File: config.mk
export PLATFORM = sky130hd
export DESIGN_NAME = header_match_block
export DESIGN_NICKNAME = d
export VERILOG_FILES = /design/src/verilog/pkt_stream_pkg.sv /design/src/verilog/match_rules_pkg.sv /design/src/verilog/beat_counter.sv /design/src/verilog/header_capture_fsm.sv /design/src/verilog/sync_fifo.sv /design/src/verilog/rule_table_apb.sv /design/src/verilog/rule_matcher.sv /design/src/verilog/header_match_block.sv
export SDC_FILE = /design/constraint.sdc
export NUM_CORES = 2
export LEC_CHECK = 0
export CORE_MARGIN = 1
export CORE_UTILIZATION = 40
export DETAILED_ROUTE_END_ITERATION = 10
export DONT_BUFFER_PORTS = 1
export SYNTH_ARGS = -nofsm -noshare
export SYNTH_HDL_FRONTEND = slang
export SYNTH_SLANG_ARGS = --single-unit
File: constraint.sdc
create_clock -name clock -period 11.7 [get_ports clock]
set_input_delay 1.17 -clock clock [delete_from_list [all_inputs] [get_ports clock]]
set_output_delay 1.17 -clock clock [all_outputs]
set_load 0.03 [all_outputs]
File: src/verilog/pkt_stream_pkg.sv
`default_nettype none

package pkt_stream_pkg;

	// One beat of the 128-bit receive stream. Byte 0 sits in data[127:120].
	typedef struct packed {
		logic [127:0] data;
		logic         sop;
		logic         eop;
		logic [11:0]  tag;
	} stream_beat_t;

	// Lookup key taken from the Ethernet/IPv4 header at fixed offsets.
	typedef struct packed {
		logic [7:0]  protocol;
		logic [31:0] dst_ip;
		logic [15:0] dst_port;
	} header_key_t;

	// Word stored in the key FIFO.
	typedef struct packed {
		header_key_t key;
		logic [11:0] tag;
	} key_entry_t;

	localparam int BEAT_BYTES = 16;
	localparam int PROTO_BYTE = 23;
	localparam int DST_IP_BYTE = 30;
	localparam int DST_PORT_BYTE = 36;
	localparam int KEY_BEATS = 3;
	localparam int KEY_FIFO_DEPTH = 8;

endpackage

`default_nettype wire

File: src/verilog/match_rules_pkg.sv
`default_nettype none

package match_rules_pkg;

	localparam int NUM_RULES = 8;
	localparam int RULE_IDX_W = $clog2(NUM_RULES);
	localparam int RESULT_FIFO_DEPTH = 8;

	typedef struct packed {
		logic        enable;
		logic [1:0]  dest;
		logic [7:0]  protocol;
		logic [31:0] dst_ip;
		logic [31:0] dst_ip_mask;
		logic [15:0] dst_port;
	} match_rule_t;

	typedef struct packed {
		logic [1:0]  dest;
		logic [11:0] tag;
	} match_result_t;

	typedef struct packed {
		logic        psel;
		logic        penable;
		logic        pwrite;
		logic [7:0]  paddr;
		logic [31:0] pwdata;
	} apb_req_t;

	typedef struct packed {
		logic [31:0] prdata;
		logic        pready;
		logic        pslverr;
	} apb_rsp_t;

	// Each rule occupies 16 bytes. Addresses from RULE_SPACE upwards are unmapped.
	localparam logic [7:0] RULE_SPACE = 8'h80;
	localparam logic [3:0] CTRL_OFFSET = 4'h0;
	localparam logic [3:0] DST_IP_OFFSET = 4'h4;
	localparam logic [3:0] MASK_OFFSET = 4'h8;
	localparam logic [3:0] PORT_OFFSET = 4'hc;

endpackage

`default_nettype wire

File: src/verilog/beat_counter.sv
`timescale 1ns/10ps
`default_nettype none

module beat_counter (
	input  wire logic       clock,
	input  wire logic       rst_n,
	input  wire logic       beat_fire,
	input  wire logic       eop,
	output logic      [1:0] beat_index
);

	import pkt_stream_pkg::*;

	// Index of the beat now on the bus within its packet. It stops at
	// KEY_BEATS because later beats carry nothing the key needs.
	always_ff @(posedge clock or negedge rst_n) begin
		if (!rst_n) begin
			beat_index <= '0;
		end else if (beat_fire) begin
			if (eop) begin
				beat_index <= '0;
			end else if (beat_index != 2'(KEY_BEATS)) begin
				beat_index <= beat_index + 2'd1;
			end
		end
	end

endmodule

`default_nettype wire

File: src/verilog/header_capture_fsm.sv
`timescale 1ns/10ps
`default_nettype none

module header_capture_fsm (
	input  wire logic                        clock,
	input  wire logic                        rst_n,
	input  wire pkt_stream_pkg::stream_beat_t in_beat,
	input  wire logic                        in_valid,
	input  wire logic                        fifo_full,
	input  wire logic                  [1:0] beat_index,
	output logic                             in_ready,
	output logic                             key_push,
	output pkt_stream_pkg::key_entry_t       key_entry
);

	import pkt_stream_pkg::*;

	typedef enum logic [1:0] {
		IDLE,
		COLLECT,
		SKIP
	} state_t;

	state_t      state;
	header_key_t key_q;
	header_key_t next_key;
	logic        fire;
	logic        last_key_beat;

	// True when header byte idx lies in the beat that is now on the bus.
	function automatic logic in_this_beat(input int idx, input logic [1:0] index);
		return (idx / BEAT_BYTES) == int'(index);
	endfunction

	function automatic logic [7:0] get_byte(input logic [127:0] data, input int idx);
		return data[127 - 8 * (idx % BEAT_BYTES) -: 8];
	endfunction

	assign in_ready = !fifo_full;
	assign fire = in_valid && in_ready;
	assign last_key_beat = beat_index == 2'(KEY_BEATS - 1);

	// The key as it stands once the current beat is folded in. The push uses
	// it directly, so the bytes of the end beat need no extra cycle.
	always_comb begin
		next_key = key_q;
		if (in_this_beat(PROTO_BYTE, beat_index))
			next_key.protocol = get_byte(in_beat.data, PROTO_BYTE);
		for (int i = 0; i < 4; i++) begin
			if (in_this_beat(DST_IP_BYTE + i, beat_index))
				next_key.dst_ip[31 - 8 * i -: 8] = get_byte(in_beat.data, DST_IP_BYTE + i);
		end
		for (int i = 0; i < 2; i++) begin
			if (in_this_beat(DST_PORT_BYTE + i, beat_index))
				next_key.dst_port[15 - 8 * i -: 8] = get_byte(in_beat.data, DST_PORT_BYTE + i);
		end
	end

	always_ff @(posedge clock) begin
		if (fire)
			key_q <= next_key;
	end

	always_ff @(posedge clock or negedge rst_n) begin
		if (!rst_n) begin
			state <= IDLE;
		end else if (fire) begin
			case (state)
				IDLE: if (in_beat.sop && !in_beat.eop) state <= COLLECT;
				COLLECT: begin
					if (in_beat.eop) state <= IDLE;
					else if (last_key_beat) state <= SKIP;
				end
				SKIP: if (in_beat.eop) state <= IDLE;
				default: state <= IDLE;
			endcase
		end
	end

	// Packets that end before the third beat never reach SKIP or the last key beat.
	assign key_push = fire && in_beat.eop &&
		((state == COLLECT && last_key_beat) || state == SKIP);
	assign key_entry.key = next_key;
	assign key_entry.tag = in_beat.tag;

endmodule

`default_nettype wire

File: src/verilog/sync_fifo.sv
`timescale 1ns/10ps
`default_nettype none

module sync_fifo #(
	parameter int WIDTH = 8,
	parameter int DEPTH = 8
) (
	input  wire logic             clock,
	input  wire logic             rst_n,
	input  wire logic             wr_en,
	input  wire logic [WIDTH-1:0] wr_data,
	input  wire logic             rd_en,
	output logic      [WIDTH-1:0] rd_data,
	output logic                  empty,
	output logic                  full
);

	localparam int AW = $clog2(DEPTH);

	logic [WIDTH-1:0] mem [DEPTH];
	logic [AW-1:0]    wr_ptr;
	logic [AW-1:0]    rd_ptr;
	logic [AW:0]      count;
	logic             do_wr;
	logic             do_rd;

	assign do_wr = wr_en && !full;
	assign do_rd = rd_en && !empty;

	always_ff @(posedge clock or negedge rst_n) begin
		if (!rst_n) begin
			wr_ptr <= '0;
			rd_ptr <= '0;
			count <= '0;
		end else begin
			if (do_wr) wr_ptr <= wr_ptr + 1'b1;
			if (do_rd) rd_ptr <= rd_ptr + 1'b1;
			count <= count + (AW+1)'(do_wr) - (AW+1)'(do_rd);
		end
	end

	always_ff @(posedge clock) begin
		if (do_wr)
			mem[wr_ptr] <= wr_data;
	end

	// Show-ahead read. The head entry is on rd_data whenever the FIFO is not empty.
	assign rd_data = mem[rd_ptr];
	assign empty = count == '0;
	assign full = count == (AW+1)'(DEPTH);

endmodule

`default_nettype wire

File: src/verilog/rule_table_apb.sv
`timescale 1ns/10ps
`default_nettype none

module rule_table_apb (
	input  wire logic                    clock,
	input  wire logic                    rst_n,
	input  wire match_rules_pkg::apb_req_t apb_req,
	output match_rules_pkg::apb_rsp_t    apb_rsp,
	output match_rules_pkg::match_rule_t [match_rules_pkg::NUM_RULES-1:0] rules
);

	import match_rules_pkg::*;

	logic                  access;
	logic                  in_range;
	logic [RULE_IDX_W-1:0] rule_idx;
	logic [3:0]            word_off;
	match_rule_t           sel_rule;
	logic [31:0]           rd_word;

	assign access = apb_req.psel && apb_req.penable;
	assign in_range = apb_req.paddr < RULE_SPACE;
	assign rule_idx = apb_req.paddr[4 +: RULE_IDX_W];
	assign word_off = {apb_req.paddr[3:2], 2'b00};
	assign sel_rule = rules[rule_idx];

	always_ff @(posedge clock or negedge rst_n) begin
		if (!rst_n) begin
			rules <= '0;
		end else if (access && apb_req.pwrite && in_range) begin
			case (word_off)
				CTRL_OFFSET: begin
					rules[rule_idx].enable <= apb_req.pwdata[0];
					rules[rule_idx].dest <= apb_req.pwdata[2:1];
					rules[rule_idx].protocol <= apb_req.pwdata[15:8];
				end
				DST_IP_OFFSET: rules[rule_idx].dst_ip <= apb_req.pwdata;
				MASK_OFFSET: rules[rule_idx].dst_ip_mask <= apb_req.pwdata;
				default: rules[rule_idx].dst_port <= apb_req.pwdata[15:0];
			endcase
		end
	end

	always_comb begin
		case (word_off)
			CTRL_OFFSET: rd_word = {16'h0, sel_rule.protocol, 5'h0, sel_rule.dest, sel_rule.enable};
			DST_IP_OFFSET: rd_word = sel_rule.dst_ip;
			MASK_OFFSET: rd_word = sel_rule.dst_ip_mask;
			default: rd_word = {16'h0, sel_rule.dst_port};
		endcase
	end

	// No wait states. Unmapped addresses read as zero and raise the error flag.
	always_comb begin
		apb_rsp.prdata = (access && !apb_req.pwrite && in_range) ? rd_word : '0;
		apb_rsp.pready = 1'b1;
		apb_rsp.pslverr = access && !in_range;
	end

endmodule

`default_nettype wire

File: src/verilog/rule_matcher.sv
`timescale 1ns/10ps
`default_nettype none

module rule_matcher (
	input  wire logic                        clock,
	input  wire logic                        rst_n,
	input  wire pkt_stream_pkg::key_entry_t  key_entry,
	input  wire logic                        key_valid,
	input  wire match_rules_pkg::match_rule_t [match_rules_pkg::NUM_RULES-1:0] rules,
	input  wire logic                        out_ready,
	output logic                             key_ready,
	output match_rules_pkg::match_result_t   result,
	output logic                             result_valid
);

	import pkt_stream_pkg::*;
	import match_rules_pkg::*;

	header_key_t key;
	logic        any_hit;
	logic [1:0]  hit_dest;
	logic        take;

	assign key = key_entry.key;

	// Walk from the top index down so that the lowest hitting rule wins.
	always_comb begin
		any_hit = 1'b0;
		hit_dest = '0;
		for (int i = NUM_RULES - 1; i >= 0; i--) begin
			if (rules[i].enable &&
				rules[i].protocol == key.protocol &&
				(rules[i].dst_ip & rules[i].dst_ip_mask) == (key.dst_ip & rules[i].dst_ip_mask) &&
				(rules[i].dst_port == '0 || rules[i].dst_port == key.dst_port)) begin
				any_hit = 1'b1;
				hit_dest = rules[i].dest;
			end
		end
	end

	// The output register takes a new key only when it is empty or being drained.
	assign key_ready = !result_valid || out_ready;
	assign take = key_valid && key_ready;

	always_ff @(posedge clock or negedge rst_n) begin
		if (!rst_n) begin
			result_valid <= 1'b0;
		end else if (take) begin
			// A key that hits nothing is consumed here and leaves no result.
			result_valid <= any_hit;
		end else if (out_ready) begin
			result_valid <= 1'b0;
		end
	end

	always_ff @(posedge clock) begin
		if (take) begin
			result.dest <= hit_dest;
			result.tag <= key_entry.tag;
		end
	end

endmodule

`default_nettype wire

File: src/verilog/header_match_block.sv
`timescale 1ns/10ps
`default_nettype none

module header_match_block (
	input  wire logic                          clock,
	input  wire logic                          rst_n,
	input  wire pkt_stream_pkg::stream_beat_t  in_beat,
	input  wire logic                          in_valid,
	output logic                               in_ready,
	input  wire match_rules_pkg::apb_req_t     apb_req,
	output match_rules_pkg::apb_rsp_t          apb_rsp,
	output match_rules_pkg::match_result_t     result,
	output logic                               result_valid,
	input  wire logic                          result_ready
);

	import pkt_stream_pkg::*;
	import match_rules_pkg::*;

	logic          beat_fire;
	logic [1:0]    beat_index;
	logic          key_push;
	key_entry_t    key_wr;
	key_entry_t    key_rd;
	logic          key_empty;
	logic          key_full;
	logic          key_ready;
	match_rule_t [NUM_RULES-1:0] rules;
	match_result_t m_result;
	logic          m_valid;
	logic          res_full;
	logic          res_empty;

	assign beat_fire = in_valid && in_ready;
	assign result_valid = !res_empty;

	beat_counter u_beat_counter (
		.clock, .rst_n, .beat_fire, .eop(in_beat.eop), .beat_index
	);

	header_capture_fsm u_capture (
		.clock, .rst_n, .in_beat, .in_valid, .fifo_full(key_full), .beat_index,
		.in_ready, .key_push, .key_entry(key_wr)
	);

	sync_fifo #(.WIDTH($bits(key_entry_t)), .DEPTH(KEY_FIFO_DEPTH)) u_key_fifo (
		.clock, .rst_n, .wr_en(key_push), .wr_data(key_wr),
		.rd_en(key_ready && !key_empty), .rd_data(key_rd), .empty(key_empty), .full(key_full)
	);

	rule_table_apb u_rule_table (
		.clock, .rst_n, .apb_req, .apb_rsp, .rules
	);

	// The matcher stalls as soon as the result FIFO is full.
	rule_matcher u_matcher (
		.clock, .rst_n, .key_entry(key_rd), .key_valid(!key_empty), .rules,
		.out_ready(!res_full), .key_ready, .result(m_result), .result_valid(m_valid)
	);

	sync_fifo #(.WIDTH($bits(match_result_t)), .DEPTH(RESULT_FIFO_DEPTH)) u_result_fifo (
		.clock, .rst_n, .wr_en(m_valid && !res_full), .wr_data(m_result),
		.rd_en(result_valid && result_ready), .rd_data(result), .empty(res_empty), .full(res_full)
	);

endmodule

`default_nettype wire

== Word level (Yosys, flattened, before mapping) ==
Memory sizes are Yosys's and may differ from the RTL's.
Cells that the tools add are included.

* Flip-flop bits (word level): 823
* Logic and storage cells: 265
* Memories kept: 2
* Bits in writable memories: 656

{| class="wikitable"
|+ Memories
! memory !! depth !! bits a word !! rd ports !! clocked after Yosys merged registers in !! wr ports !! line !! RTL
|-
| u_key_fifo.mem || 8 || 68 || 1 || 0 || 1 || sync_fifo.sv:20 || <nowiki>logic [WIDTH-1:0] mem [DEPTH];</nowiki>
|-
| u_result_fifo.mem || 8 || 14 || 1 || 0 || 1 || sync_fifo.sv:20 ||
|}

* Bitwise logic cells: 16
* Multiplexer cells: 59
* Reduce and logical (&&, ||, !) cells: 76
* $lt $le $gt $ge: 3
* Equality and inequality tests: 38
* Add/sub/neg operators: 9

{| class="wikitable"
|+ Operators by type and width
! kind !! number
|-
| 728-bit bitwise mux || 6
|-
| 728-bit one-hot mux with 3 select lines || 1
|-
| 91-bit demux with 3-bit select || 6
|-
| 32-bit bitwise AND || 16
|-
| 91-bit binary-select mux with 3-bit select || 1
|-
| 32-bit equality test || 8
|-
| 91-bit 2-to-1 mux || 2
|-
| 16-bit equality test || 8
|-
| 16-bit logical NOT || 8
|-
| 32-bit one-hot mux with 3 select lines || 1
|-
| 90-bit 2-to-1 mux || 1
|-
| 88-bit 2-to-1 mux || 1
|-
| 80-bit 2-to-1 mux || 1
|-
| 8-bit equality test || 8
|-
| 8-bit 2-to-1 mux || 7
|-
| 48-bit 2-to-1 mux || 1
|-
| 1-bit logical AND || 43
|-
| 32-bit 2-to-1 mux || 1
|-
| 2-bit 2-to-1 mux || 14
|-
| 16-bit 2-to-1 mux || 1
|-
| 1-bit 2-to-1 mux || 14
|-
| 3-bit by 1-bit adder with 3-bit output, second input constant || 4
|-
| 4-bit logical NOT || 3
|-
| 1-bit logical OR || 10
|-
| other kinds (19) || 35
|}

== Logic depth before layout (Yosys ltp) ==
An unclocked memory read counts as a cell.

* Word-level depth: 14
* Depth in mapped cells: 16

== Cells and area by module ==
From an unflattened synthesis, not the netlist that was laid out.

* Cell total of the unflattened synthesis: 4595
* Area, all modules: 69123.8 sq um

{| class="wikitable"
|+ By module, submodules not included
! module !! cells each !! times used !! area each (sq um)
|-
| rule_table_apb || 2522 || 1 || 33405.8
|-
| sync_fifo (u_key_fifo) || 843 || 1 || 21001.4
|-
| rule_matcher || 844 || 1 || 6887.9
|-
| sync_fifo (u_result_fifo) || 219 || 1 || 4800.9
|-
| header_capture_fsm || 149 || 1 || 2874.0
|-
| beat_counter || 11 || 1 || 117.6
|-
| header_match_block || 7 || 1 || 36.3
|}

== Worst setup path before layout ==
No wires, ideal clock.

* Kind: input -> register
* From: input in_valid
* To: memory u_key_fifo.mem[0][0] (netlist bit) (enable)
* Arrival: 7735 ps
* Setup slack: 3388 ps
* Data required time: 11122 ps
* Library setup time: 578 ps
* Buffers on the path: 1
* Stages: 6
* Cells stage by stage: nand2_1 -> inv_1 -> and3_1 -> clkbuf_1 -> nand2b_1 -> nor3_1

* Longest elaborated chain between the ends: 6

{| class="wikitable"
|+ Ends and longest elaborated chain
! element !! line !! RTL
|-
| from (decl) || header_match_block.sv:8 || <nowiki>input wire logic in_valid,</nowiki>
|-
| 1-bit logical AND || - ||
|-
| net beat_fire || header_match_block.sv:20 || <nowiki>logic beat_fire;</nowiki>
|-
| 1-bit logical AND (2 in a row) || header_capture_fsm.sv:81 || <nowiki>assign key_push = fire && in_beat.eop &&</nowiki>
|-
| 1-bit logical AND || sync_fifo.sv:27 || <nowiki>assign do_wr = wr_en && !full;</nowiki>
|-
| net u_key_fifo.do_wr || sync_fifo.sv:24 || <nowiki>logic do_wr;</nowiki>
|-
| 1-bit 2-to-1 mux || sync_fifo.sv:43 || <nowiki>if (do_wr)</nowiki>
|-
| 1-bit 2-to-1 mux (implied by the code) || sync_fifo.sv:44 || <nowiki>mem[wr_ptr] <= wr_data;</nowiki>
|-
| to (decl) || sync_fifo.sv:20 ||
|}

The timed path passes the listed nets, and every way through them passes these cells.

== Worst setup path in the final report ==
* From: register u_key_fifo.rd_ptr[0]
* To: register u_matcher.result[13] (netlist bit) (data pin)

* Longest elaborated chain between the ends: 13
* Elaborated cells between the ends (all ways): 73

{| class="wikitable"
|+ Ends and longest elaborated chain
! element !! line !! RTL
|-
| from (decl) || sync_fifo.sv:22 || <nowiki>logic [AW-1:0] rd_ptr;</nowiki>
|-
| from (signal assigned) || sync_fifo.sv:37 || <nowiki>if (do_rd) rd_ptr <= rd_ptr + 1'b1;</nowiki>
|-
| memory read 8 x 68 bit (*) || - ||
|-
| 32-bit bitwise AND or 8-bit equality test (tied branches) || rule_matcher.sv:33, rule_matcher.sv:32 ||
|-
| 32-bit equality test or 1-bit logical AND (tied branches) || rule_matcher.sv:33, rule_matcher.sv:31 ||
|-
| 1-bit logical AND || rule_matcher.sv:32 || <nowiki>rules[i].protocol == key.protocol &&</nowiki>
|-
| 1-bit logical AND || rule_matcher.sv:33 || <nowiki>(rules[i].dst_ip & rules[i].dst_ip_mask) == (key.dst_ip & rules[i].dst_ip_mask) &&</nowiki>
|-
| 2-bit 2-to-1 mux (7 in a row) || rule_matcher.sv:31 || <nowiki>if (rules[i].enable &&</nowiki>
|-
| 2-bit 2-to-1 mux (*) || rule_matcher.sv:31 ||
|-
| net u_matcher.hit_dest[1] || rule_matcher.sv:21 || <nowiki>logic [1:0] hit_dest;</nowiki>
|-
| to (decl) || rule_matcher.sv:12 || <nowiki>output match_rules_pkg::match_result_t result,</nowiki>
|}

Mark *: on every way through the listed nets, which the timed path passes. The rest lies on a longest branch.
A chain may end at the register's enable or synchronous reset.

==> summary.md <==
| Metric | Value |
|---|---|
| Slew HR | `0.04607` |
| WS Path Type | `flop to flop` |
| P_sw | `a little under 6 mW` |
| Clock H-tree levels | `4` |
| Initial core utilization | `0.4030` |
| Post-synthesis sequential area ratio | `0.5952` |
| Max Fclk | `0.1380 GHz` |
| Met1 wire length | `roughly 100 mm` |
| RSZ-0062 raised after global routing | `no` |
| Multi-input gate area in the final layout | `about 0.027 mm²` |
| Share of the synthesized area in the top cell type | `0.3192` |
| Pint | `approximately 11 mW` |
| Distinct cells, synth | `slightly below 80` |
| Metal3 WL | `~22 mm` |
| Metal2 WL | `101.7 mm` |
| Sequential power share | `0.383` |
| IO Pins | `around 240` |
| Drt initial violations | `5468` |
| WL final | `231.6 mm` |
| Final Hold Violating Endpoints | `0` |
| Reg area | `~0.041 mm²` |
| Post-synth EDFFs | `726` |
| Worst VDD drop | `roughly 0.00013 V` |
| Sinks on Clock Net | `approximately 1500` |
| R2R Setup Slk | `around 4.5 ns` |
| Layout cell share with drive strength beyond 1 | `0.2981` |
| Clock Path Buffers | `3` |
| Reg-to-reg startpoint | `u_key_fifo.rd_ptr[0]$_DFFE_PN0P_` |
| PostCTS Resize Cnt | `0` |
| Worst Path Required | `around 12 ns` |
| Power Density | `218.8 mW/mm²` |
| Final Skew | `0.04884 ns` |
| Hold Buf Count CTS | `0` |
| Nets | `slightly below 5000` |
| Max Slew Vio Count | `0` |
| GRT Util Overall | `0.2650` |
| First-pass GRT wire length | `about 330 mm` |
| Final routed DRC violation total | `0` |
| Clk pwr share | `0.308` |
| Syn Area/Cell | `about 15 µm²` |
| Syn Inst Count | `around 4700` |
| PortBufs | `0` |
| Die Span X | `a little over 400 µm` |
| Sw Ratio | `0.3512` |
| Pin count of the biggest net entering global routing | `about 280` |
| Core Area | `roughly 0.17 mm²` |
| CTS tree | `done` |
| Cts bufs inserted | `160` |
| Avg Vias per Cell | `just over 6` |
| Antenna Violating Nets Remaining | `0` |
| R2R Path End | `u_matcher.result[13]$_DFFE_PP_` |
| Status | `completed` |
| Die area | `0.1724 mm²` |
| Max-cap violations | `0` |
| Clock transition at the registers of the reported paths | `about 0.06 ns` |
| Most frequent cells in the layout | `848 x mux2_2, 749 x dfrtp_1, 726 x edfxtp_1, 240 x mux2i_1, 206 x xor2_1` |
| Register bit total from synthesis | `roughly 1500` |
| Hpwl dp | `around 150 mm` |
| Worst-Margin Slew | `about 1.4 ns` |
| R2R depth | `14` |
| Syn Nets | `around 5000` |
| WP data arrival | `between 7 and 8 ns` |
| Most used DFF post-synth | `dfrtp_1` |
| Vias post-DR | `~43000` |
| Comb pwr share | `0.309` |
| DR pass1 iterations | `8` |
| Grt ovf | `0` |
| # rows | `151` |
| Max FO, Critical Path | `38` |
| Layout area overhead | `12.09%` |
| Endpoint type of the worst setup path | `flop` |
| Gpl congestion | `about 0.93` |
| Sum of negative setup slack | `0 ns` |
| Top routing layer used | `met5` |
| Die Y | `415.2 µm` |
| Root Driver | `clkbuf_16` |
| Final min period | `between 7 and 8 ns` |
| Critical path launch point type | `flop` |
| Most common cell after layout, fill and taps aside | `mux2_2` |
| Period utilization | `0.6196` |
| Clk Latency, worst-skew pair | `about 0.84 ns` |
| Setup violators final | `0` |
| Setup Fix Bufs, Post-CTS | `0` |
| Synth area leaders | `edfxtp_1 32%, dfrtp_1 28%, mux2_2 14%` |
| Core Util, Final | `0.4517` |
| Area leader, netlist | `edfxtp_1` |
| Hold Crit Class | `input pin to async pin` |
| Leak pwr | `30.41 nW` |
| Synth warn | `0` |
| Mapped Area | `around 0.068 mm²` |
| Vias in the first global route | `between 40000 and 50000` |
| Initial antenna violation count | `18` |
| Ys async rst share | `0.5091` |
| Avg WL per Cell | `roughly 33 µm` |
| Fillers | `~15000` |
==> cell type report <==
cell class / count / area share
multi-input cells: 2864 / 0.3468
well taps: 2218 / 0.03625
flip-flops and latches: 1479 / 0.5311
inverters: 37 / 0.001831
repair buffers: 130 / 0.01399
diodes: 3 / 0.00009807
clock buffers: 216 / 0.05793
clock inverters: 71 / 0.01197
==> how the worst max path moves through the flow <==
stage | end | startpoint | cells after the start
2_1_floorplan | u_key_fifo.mem[0][0]$_DFFE_PP_ | in_valid | 6
3_3_place_gp | u_matcher.result[13]$_DFFE_PP_ | u_key_fifo.rd_ptr[0]$_DFFE_PN0P_ | 14
3_5_place_dp | u_matcher.result[13]$_DFFE_PP_ | u_key_fifo.rd_ptr[0]$_DFFE_PN0P_ | 14
4_1_cts | u_matcher.result[13]$_DFFE_PP_ | u_key_fifo.rd_ptr[0]$_DFFE_PN0P_ | 14
5_1_grt | u_matcher.result[13]$_DFFE_PP_ | u_key_fifo.rd_ptr[0]$_DFFE_PN0P_ | 14
6_report | u_matcher.result[13]$_DFFE_PP_ | u_key_fifo.rd_ptr[0]$_DFFE_PN0P_ | 14
==> layer usage <==
metal	track usage	vias up
met2	0.3918	2084
met3	0.07030	455
met4	0.1168	12
met5	0	-
li1	-	17886
met1	0.3654	22612
==> worst max-delay path, cell delays in order (launching register included) <==
cell and delay [ns]:
dfrtp_4 0.61, buf_4 0.63, buf_4 0.61, mux4_2 0.57, nor2_1 0.70, nor2_1 0.11, buf_4 0.21, xor2_1 0.14
a2111oi_0 1.02, nand4_1 0.48, or4_4 0.60, or2_1 0.29, a311o_1 0.32, a221oi_1 0.31, o22a_1 0.32
==> metrics by stage <==
| stage | setup WS [ns] | hold WS, ns | power [mW] | cell area [µm²] | std cells |
|---|---|---|---|---|---|
| after floorplan | 3.388 | 0.4805 | 9.784 | 68290 | 4681 |
| after global placement | 4.749 | 0.5031 | 11.56 | 71160 | 6727 |
| after detailed placement | 4.768 | 0.5055 | 11.59 | 71160 | 6727 |
| after CTS | 4.717 | 0.001389 | 16.75 | 76510 | 7014 |
| after global routing | 4.283 | 0.02369 | 17.29 | 76540 | 7015 |
| final | 4.451 | 0.06041 | 16.75 | 76550 | 7018 |
==> power groups by stage <==
stage          logic, mW  clock network (mW)  registers (mW)
6_report            5.18                5.16            6.41
5_1_grt             5.42                5.42            6.45
4_1_cts             5.11                5.23            6.41
3_5_place_dp        5.08                   0            6.51
3_3_place_gp        5.07                   0            6.49
2_1_floorplan       3.48                   0            6.31
==> cell families (layout without fill, tap and decap cells) <==
group / count (synthesis) / in the layout / share of synthesized area
adders and majority gates: 21 / 21 / 0.004068
and+or+nand+nor: 547 / 547 / 0.04071
DFF: 1479 / 1479 / 0.5952
muxes: 1194 / 1194 / 0.2093
xor gates and xnor gates: 399 / 399 / 0.05117
AOI/OAI and AO/OA: 702 / 702 / 0.07831
other: 1 / 4 / 0.00005491
buffers and inverters: 338 / 454 / 0.02118
==> cells in the mapped netlist, types with 10 or more instances <==
library cell,n
a221oi_4,10
a2111oi_0,24
xor2_1,206
clkbuf_1,224
buf_2,22
nor4_1,50
a22oi_1,195
or2_2,12
inv_1,35
a221oi_1,55
nand3_1,22
mux4_2,95
or3_1,12
o21ai_0,68
and2_1,12
nand2b_1,54
o41ai_1,10
ha_1,19
a31oi_1,29
mux2_2,848
o22ai_1,71
xnor2_1,193
a21oi_1,81
nor2b_1,16
a211oi_1,13
nor3_1,33
nand2_1,126
buf_1,25
mux2i_1,240
edfxtp_1,726
buf_4,19
nor2_1,127
a22o_1,71
dfrtp_1,753
nand4_1,50
Note: power is estimated with default switching activity, not from simulation.
